## src/verilog/csr_pkg.sv

```systemverilog
// Register bus definitions. The bus has no handshake, writes take effect on the strobe edge and reads are combinational.
`default_nettype none

package csr_pkg;

localparam int CSR_DATA_W = 8;
localparam int CSR_ADDR_W = 5;

// one request per cycle, the host holds it for a single clock.
typedef struct packed {
	logic [CSR_ADDR_W-1:0] addr;
	logic [CSR_DATA_W-1:0] wdata;
	logic we;
} csr_req_t;

// address map, kept compatible with the existing host driver.
localparam logic [CSR_ADDR_W-1:0] ADDR_VERSION = 5'h03;
localparam logic [CSR_ADDR_W-1:0] ADDR_WDT_CTRL = 5'h04;
localparam logic [CSR_ADDR_W-1:0] ADDR_WDT_TIMEOUT = 5'h05;
localparam logic [CSR_ADDR_W-1:0] ADDR_WDT_KICK = 5'h06;
localparam logic [CSR_ADDR_W-1:0] ADDR_WDT_COUNT = 5'h07;
localparam logic [CSR_ADDR_W-1:0] ADDR_GPO = 5'h1a;
localparam logic [CSR_ADDR_W-1:0] ADDR_GPI = 5'h1b;
localparam logic [CSR_ADDR_W-1:0] ADDR_IRQ_EN = 5'h1c;
localparam logic [CSR_ADDR_W-1:0] ADDR_IRQ_PEND = 5'h1d;

// a kick only counts when this exact value is written.
localparam logic [CSR_DATA_W-1:0] WDT_KICK_KEY = 8'h6b;

localparam logic [CSR_DATA_W-1:0] CORE_VERSION = 8'h08; // reported at ADDR_VERSION.

endpackage

`default_nettype wire

```

## src/verilog/board_pkg.sv

```systemverilog
// Board pin and event types. TICK_DIV is shortened for simulation, and the real board ticks far slower.
`default_nettype none

package board_pkg;

// raw status pins, all active low. Only the first seven are readable.
typedef struct packed {
	logic power_btn_n;
	logic force_recov_n;
	logic sleep_n;
	logic batlow_n;
	logic lid_n;
	logic charging_n;
	logic charger_prsnt_n;
	logic smb_alert_n;
	logic rtc_int_n;
} gpi_t;

// output controls, plain active-high levels.
typedef struct packed {
	logic lcd_vdd_en;
	logic lcd_bklt_en;
	logic emmc_rst;
	logic ptn3460_rst;
	logic ptn3460_pd;
	logic sdio_pwr_en;
} gpo_t;

// one-cycle event pulses. This order is also the bit order of the interrupt registers.
typedef struct packed {
	logic rtc;
	logic smb_alert;
	logic power_btn;
	logic sleep;
	logic wdt;
} irq_src_t;

localparam int IRQ_W = $bits(irq_src_t);
localparam int GPO_W = $bits(gpo_t);

localparam int TICK_DIV = 16; // clocks per watchdog tick.
localparam int TICK_CNT_W = $clog2(TICK_DIV);

localparam logic [7:0] WDT_DEFAULT_TIMEOUT = 8'd8; // in ticks.

localparam gpo_t GPO_RESET = '{sdio_pwr_en: 1'b1, default: 1'b0};

endpackage

`default_nettype wire

```

## src/verilog/tick_gen.sv

```systemverilog
// Clock-enable prescaler. TICK_DIV must be a power of two of at least 2 so the counter width fits exactly.
`default_nettype none

module tick_gen (
	input logic clk,
	input logic rst,
	output logic ce_tick
);

import board_pkg::*;

logic [TICK_CNT_W-1:0] cnt;
logic wrap;

assign wrap = (cnt == TICK_CNT_W'(TICK_DIV - 1));

always_ff @(posedge clk) begin
	if (rst) begin
		cnt <= '0;
		ce_tick <= 1'b0;
	end else begin
		ce_tick <= wrap; // first tick lands TICK_DIV clocks after reset.
		cnt <= wrap ? '0 : cnt + 1'b1;
	end
end

// the watchdog counts one step per tick, so a held tick would run it too fast.
a_tick_single: assert property (@(posedge clk) disable iff (rst) ce_tick |=> !ce_tick)
	else $error("ce_tick stayed high for two cycles.");

endmodule

`default_nettype wire

```

## src/verilog/input_sync.sv

```systemverilog
// Status pin synchronizer with no reset, so events are unknown for the first three clocks and must be masked by reset downstream.
`default_nettype none

module input_sync (
	input logic clk,
	input board_pkg::gpi_t pins,
	output board_pkg::gpi_t pins_sync,
	output board_pkg::irq_src_t events
);

import board_pkg::*;

gpi_t sync1;
gpi_t prev;

// two stages against metastability, then one more to compare against.
always_ff @(posedge clk) begin
	sync1 <= pins;
	pins_sync <= sync1;
	prev <= pins_sync;
end

always_comb begin
	events = '0; // wdt is merged in at the top level.
	events.rtc = prev.rtc_int_n & ~pins_sync.rtc_int_n;
	events.smb_alert = prev.smb_alert_n & ~pins_sync.smb_alert_n;
	events.sleep = prev.sleep_n & ~pins_sync.sleep_n;
	// press and release both count.
	events.power_btn = prev.power_btn_n ^ pins_sync.power_btn_n;
end

endmodule

`default_nettype wire

```

## src/verilog/board_regs.sv

```systemverilog
// Version, status readback and output registers. Pins read back raw and active low, and the version is fixed at build time.
`default_nettype none

module board_regs (
	input logic clk,
	input logic rst,
	input csr_pkg::csr_req_t csr_req,
	output logic [csr_pkg::CSR_DATA_W-1:0] rdata,
	input board_pkg::gpi_t pins_sync,
	output board_pkg::gpo_t gpo
);

import csr_pkg::*;
import board_pkg::*;

logic gpo_we;
logic [CSR_DATA_W-1:0] gpi_word;

assign gpo_we = csr_req.we && (csr_req.addr == ADDR_GPO);

// bit 0 is the power button, as in the older register layout.
assign gpi_word = {
	1'b0,
	pins_sync.charger_prsnt_n,
	pins_sync.charging_n,
	pins_sync.lid_n,
	pins_sync.batlow_n,
	pins_sync.sleep_n,
	pins_sync.force_recov_n,
	pins_sync.power_btn_n
};

always_ff @(posedge clk) begin
	if (rst)
		gpo <= GPO_RESET;
	else if (gpo_we)
		gpo <= gpo_t'(csr_req.wdata[GPO_W-1:0]);
end

always_comb begin
	case (csr_req.addr)
	ADDR_VERSION: rdata = CORE_VERSION;
	ADDR_GPI: rdata = gpi_word;
	ADDR_GPO: rdata = CSR_DATA_W'(gpo); // upper bits read as zero.
	default: rdata = '0;
	endcase
end

endmodule

`default_nettype wire

```

## src/verilog/irq_ctrl.sv

```systemverilog
// Interrupt controller with level output. A source pulse in the same cycle as its clear keeps the bit pending.
`default_nettype none

module irq_ctrl (
	input logic clk,
	input logic rst,
	input csr_pkg::csr_req_t csr_req,
	output logic [csr_pkg::CSR_DATA_W-1:0] rdata,
	input board_pkg::irq_src_t events,
	output logic irq
);

import csr_pkg::*;
import board_pkg::*;

logic [IRQ_W-1:0] en;
logic [IRQ_W-1:0] pend;
logic [IRQ_W-1:0] clr;
logic en_we;
logic pend_we;

assign en_we = csr_req.we && (csr_req.addr == ADDR_IRQ_EN);
assign pend_we = csr_req.we && (csr_req.addr == ADDR_IRQ_PEND);

// write one to clear.
assign clr = pend_we ? csr_req.wdata[IRQ_W-1:0] : '0;

always_ff @(posedge clk) begin
	if (rst) begin
		en <= '0;
		pend <= '0;
		irq <= 1'b0;
	end else begin
		if (en_we)
			en <= csr_req.wdata[IRQ_W-1:0];
		pend <= (pend & ~clr) | events; // new events win over the clear.
		irq <= |(pend & en);
	end
end

always_comb begin
	case (csr_req.addr)
	ADDR_IRQ_EN: rdata = CSR_DATA_W'(en);
	ADDR_IRQ_PEND: rdata = CSR_DATA_W'(pend);
	default: rdata = '0;
	endcase
end

// the host must never see an interrupt it cannot find in the pending register.
a_irq_cause: assert property (@(posedge clk) disable iff (rst) irq |-> $past(|(pend & en)))
	else $error("irq raised without an enabled pending bit.");

endmodule

`default_nettype wire

```

## src/verilog/watchdog.sv

```systemverilog
// Tick-based watchdog. A timeout of zero never expires, and kicks reload the counter even while disabled.
`default_nettype none

module watchdog (
	input logic clk,
	input logic rst,
	input logic ce_tick,
	input csr_pkg::csr_req_t csr_req,
	output logic [csr_pkg::CSR_DATA_W-1:0] rdata,
	output logic wdt_timeout,
	output logic wdt_expired
);

import csr_pkg::*;
import board_pkg::*;

logic enable;
logic [CSR_DATA_W-1:0] timeout;
logic [CSR_DATA_W-1:0] count;
logic ctrl_we;
logic timeout_we;
logic kick;
logic load;
logic run;

assign ctrl_we = csr_req.we && (csr_req.addr == ADDR_WDT_CTRL);
assign timeout_we = csr_req.we && (csr_req.addr == ADDR_WDT_TIMEOUT);
assign kick = csr_req.we && (csr_req.addr == ADDR_WDT_KICK) && (csr_req.wdata == WDT_KICK_KEY);

// enabling and kicking both start a fresh period.
assign load = (ctrl_we && csr_req.wdata[0]) || kick;

// a disable write in the same cycle as a tick must not let the tick expire.
assign run = enable && !ctrl_we && ce_tick && (count != '0);

always_ff @(posedge clk) begin
	if (rst) begin
		enable <= 1'b0;
		timeout <= WDT_DEFAULT_TIMEOUT;
		count <= WDT_DEFAULT_TIMEOUT;
		wdt_timeout <= 1'b0;
		wdt_expired <= 1'b0;
	end else begin
		wdt_expired <= 1'b0;
		if (ctrl_we) begin
			enable <= csr_req.wdata[0];
			if (!csr_req.wdata[0])
				wdt_timeout <= 1'b0;
		end
		if (timeout_we)
			timeout <= csr_req.wdata;
		if (load) begin
			count <= timeout;
		end else if (run) begin
			count <= count - 1'b1;
			if (count == CSR_DATA_W'(1)) begin
				wdt_timeout <= 1'b1; // held until disabled.
				wdt_expired <= 1'b1;
			end
		end
	end
end

always_comb begin
	case (csr_req.addr)
	ADDR_WDT_CTRL: rdata = CSR_DATA_W'({wdt_timeout, enable}); // bit 1 is read-only status.
	ADDR_WDT_TIMEOUT: rdata = timeout;
	ADDR_WDT_COUNT: rdata = count;
	default: rdata = '0;
	endcase
end

// expiry is only ever caused by a tick, never by a register write.
a_expire_on_tick: assert property (
	@(posedge clk) disable iff (rst) $rose(wdt_expired) |-> $past(ce_tick)
) else $error("wdt_expired rose without a preceding tick.");

endmodule

`default_nettype wire

```

## src/verilog/mgmt_top.sv

```systemverilog
// Board management core. Every unit decodes the full address itself, so unused addresses read as zero.
`default_nettype none

module mgmt_top (
	input logic clk,
	input logic rst,
	input csr_pkg::csr_req_t csr_req,
	output logic [csr_pkg::CSR_DATA_W-1:0] csr_rdata,
	input board_pkg::gpi_t pins,
	output board_pkg::gpo_t gpo,
	output logic irq,
	output logic wdt_timeout
);

import csr_pkg::*;
import board_pkg::*;

logic ce_tick;
gpi_t pins_sync;
irq_src_t sync_events;
irq_src_t irq_events;
logic wdt_expired;
logic [CSR_DATA_W-1:0] regs_rdata;
logic [CSR_DATA_W-1:0] irq_rdata;
logic [CSR_DATA_W-1:0] wdt_rdata;

tick_gen tick_gen (
	.clk(clk),
	.rst(rst),
	.ce_tick(ce_tick)
);

input_sync input_sync (
	.clk(clk),
	.pins(pins),
	.pins_sync(pins_sync),
	.events(sync_events)
);

board_regs board_regs (
	.clk(clk),
	.rst(rst),
	.csr_req(csr_req),
	.rdata(regs_rdata),
	.pins_sync(pins_sync),
	.gpo(gpo)
);

// the watchdog is the only source that does not come from a pin.
always_comb begin
	irq_events = sync_events;
	irq_events.wdt = wdt_expired;
end

irq_ctrl irq_ctrl (
	.clk(clk),
	.rst(rst),
	.csr_req(csr_req),
	.rdata(irq_rdata),
	.events(irq_events),
	.irq(irq)
);

watchdog watchdog (
	.clk(clk),
	.rst(rst),
	.ce_tick(ce_tick),
	.csr_req(csr_req),
	.rdata(wdt_rdata),
	.wdt_timeout(wdt_timeout),
	.wdt_expired(wdt_expired)
);

assign csr_rdata = regs_rdata | irq_rdata | wdt_rdata;

endmodule

`default_nettype wire

```

## config.mk

```make
export PLATFORM = sky130hd
export DESIGN_NAME = mgmt_top
export DESIGN_NICKNAME = d
export VERILOG_FILES = /design/src/verilog/csr_pkg.sv /design/src/verilog/board_pkg.sv /design/src/verilog/tick_gen.sv /design/src/verilog/input_sync.sv /design/src/verilog/board_regs.sv /design/src/verilog/irq_ctrl.sv /design/src/verilog/watchdog.sv /design/src/verilog/mgmt_top.sv
export SDC_FILE = /design/constraint.sdc
export NUM_CORES = 1
export LEC_CHECK = 0
export ABC_AREA = 1
export BUFFER_PORTS_ARGS = -buffer_cell sky130_fd_sc_hd__buf_2
export CAP_MARGIN = 20
export CORE_MARGIN = 2
export CORE_UTILIZATION = 55
export DETAILED_ROUTE_END_ITERATION = 8
export GPL_TIMING_DRIVEN = 0
export PLACE_DENSITY_LB_ADDON = 0.2
export SYNTH_ARGS = -nofsm -noshare
export SYNTH_HDL_FRONTEND = slang
export SYNTH_HIERARCHICAL = 1
export SYNTH_SLANG_ARGS = --single-unit
```

## constraint.sdc

```tcl
create_clock -name clk -period 3.7 [get_ports clk]
set_clock_uncertainty 0.15 [all_clocks]
set_input_delay 0.555 -clock clk [delete_from_list [all_inputs] [get_ports clk]]
set_output_delay 0.555 -clock clk [all_outputs]
set_load 0.05 [all_outputs]
```

==> summary.txt <==
pin count of the biggest net entering global routing: 17
Worst Hold End: input_sync/sync1[7]$_DFF_P_
CTS Sinks: 63
cts hold-fix bufs: 0
final core occ: 65.9%
first-pass GRT wire length: 11.4 mm
Die Y: 78.2 µm
status: complete, no violations
final global-route overflow total: 0
Reg-to-Reg Start: watchdog/count[0]$_SDFFE_PP0P_
PwrDens: 437 nW/µm²
startpoint types: primary input
Reg2Reg Depth: 8
Switch Pwr: 0.350 mW
VDD IR-drop max: 0.000322 V
wire per inst: 12.2 µm
WS Path Type: primary input to output pin
ANT nets after route: 0
initial antenna violation count: 0
DRC violations left: 0
hpwl dp: 5.18 mm
r2r endpoint: watchdog/count[2]$_SDFFE_PP0P_
Tcrit/Tclk final: 72.4%
fillers: 500
row count: 27
TritonCTS clock tree: done
Ys Warns: 6
CTS Root Cell: clkbuf_8
Arr. time, crit path: 1.97 ns
Crit. End Element: output pin
Syn Inst Count: 433
Clock power frac: 46.5%
CTS buffer count: 9
share of layout cells above drive strength 1: 18.3%
CTS resizes: 0
Chip Width: 78.2 µm
Fin Setup TNS: 0 ns
routed vias/inst: 5.07
Max Clock Freq: 0.373 GHz
placed inst area: 3320 µm²
Layout Nets: 514
commonest non-fill, non-tap cell in the layout: nand2_1
Hold Path Origin: pins[7]
Internal Pwr Total: 1.21 mW
dpl ws: 1.10 ns
DR vias: 2,855
fin cells: 563
fin crit period: 2.68 ns
later-pin clock latency in the skew report: 0.34 ns
Sequential Power Share: 45.7%
die area: 6110 µm²
post-route design area: 3560 µm²
vias in the first global route: 2,605
WL final: 6.89 mm
final-report hold violation count: 0
H-tree depth: 3
Post-Place Cells: 547
# setup viols final: 0
Avg Cell Area, Syn: 6.99 µm²
Initial Util: 56.0%
PortBufs: 40
crit path max fanout: 9
Sw Share: 22.5%
Combinational Power Share: 7.8%
HP Class: primary input to register
initial drt markers: 235
IO Count: 41
DRT Pass-1 Iters: 5
total track usage: 23.9%
max cap viols: 0
most frequent cells in the layout: nand2_1 (101), nor2_1 (64), inv_1 (64)
reg2reg setup slack: 1.96 ns
GP Congestion: 0.925
hold depth: 1
Synth Cell Area: 3030 µm²
Pins Over Slew Limit: 0
Leakage: 1.65 nW
Clock Path Buffers: 2
Crit path required time: 2.99 ns
post-route setup slack: 1.02 ns
# Post-CTS Setup Buffers: 0
RSZ-0062 raised after global routing: false
antenna diode count: 0
core area: 5410 µm²
Worst-path clk slew: 0.07 ns
area grow syn2layout: 17.7%
-- state kept, by name (all words and copies together) (netlist names) --
signal,count
irq_ctrl/irq,1
irq_ctrl/en,5
board_regs/gpo,6
tick_gen/ce_tick,1
input_sync/sync1,9
watchdog/wdt_timeout,1
input_sync/prev,4
input_sync/pins_sync,9
watchdog/count,8
watchdog/timeout,8
irq_ctrl/pend,5
watchdog/wdt_expired,1
watchdog/enable,1
tick_gen/cnt,4
-- layout make-up --
cell class,instances,area (µm²),area share (%)
repair buffers,40,200,5.62
flip-flops and latches,63,1260,35.4
clock buffers,13,149,4.18
well taps,72,90.1,2.53
clock inverters,3,90.1,2.53
multi-input cells,293,1450,40.6
inverters,71,268,7.51
plain buffers,8,60.1,1.69
-- per-layer routing --
layer	vias to the layer above	global-route usage, %	wire length [µm]	part of all wire [%]
met2	84	38.2	3220	47
met4	0	9.82	113	1.6
li1	1467	-	-	-
met5	-	0	0	0
met3	13	5.52	398	5.8
met1	1291	31.1	3160	46
-- worst max-delay path by stage --
| stage | slack, ns | endpoint | start | depth (start not counted) |
|---|---|---|---|---|
| 2_1_floorplan | 1.47 | csr_rdata[1] | csr_req[12] | 9 |
| 3_3_place_gp | 1.12 | csr_rdata[4] | csr_req[9] | 7 |
| 3_5_place_dp | 1.10 | csr_rdata[3] | csr_req[9] | 8 |
| 4_1_cts | 1.08 | csr_rdata[3] | csr_req[9] | 8 |
| 5_1_grt | 1.01 | csr_rdata[3] | csr_req[9] | 8 |
| 6_report | 1.02 | csr_rdata[3] | csr_req[9] | 8 |
-- per-stage QoR --
stage | total power, mW | hold slack [ns]
final | 1.56 | 0.159
after global routing | 1.61 | 0.149
after CTS | 1.57 | 0.149
after detailed placement | 0.847 | 0.163
after global placement | 0.844 | 0.161
after floorplan | 0.800 | 0.160
-- power by group through the flow --
stage	sequential [mW]	combinational [mW]	clock, mW
after CTS	0.711	0.121	0.736
final	0.711	0.121	0.724
after global routing	0.713	0.134	0.762
after global placement	0.725	0.119	0
after detailed placement	0.726	0.121	0
after floorplan	0.727	0.0735	0
-- critical path, stage by stage --
cell and delay [ns]:
buf_2 0.26, inv_1 0.12, nor2_4 0.23, nand2_1 0.12
o22ai_1 0.26, nor2_1 0.08, nand2_1 0.08, buf_2 0.26
Power figures use the tool's default switching activity.
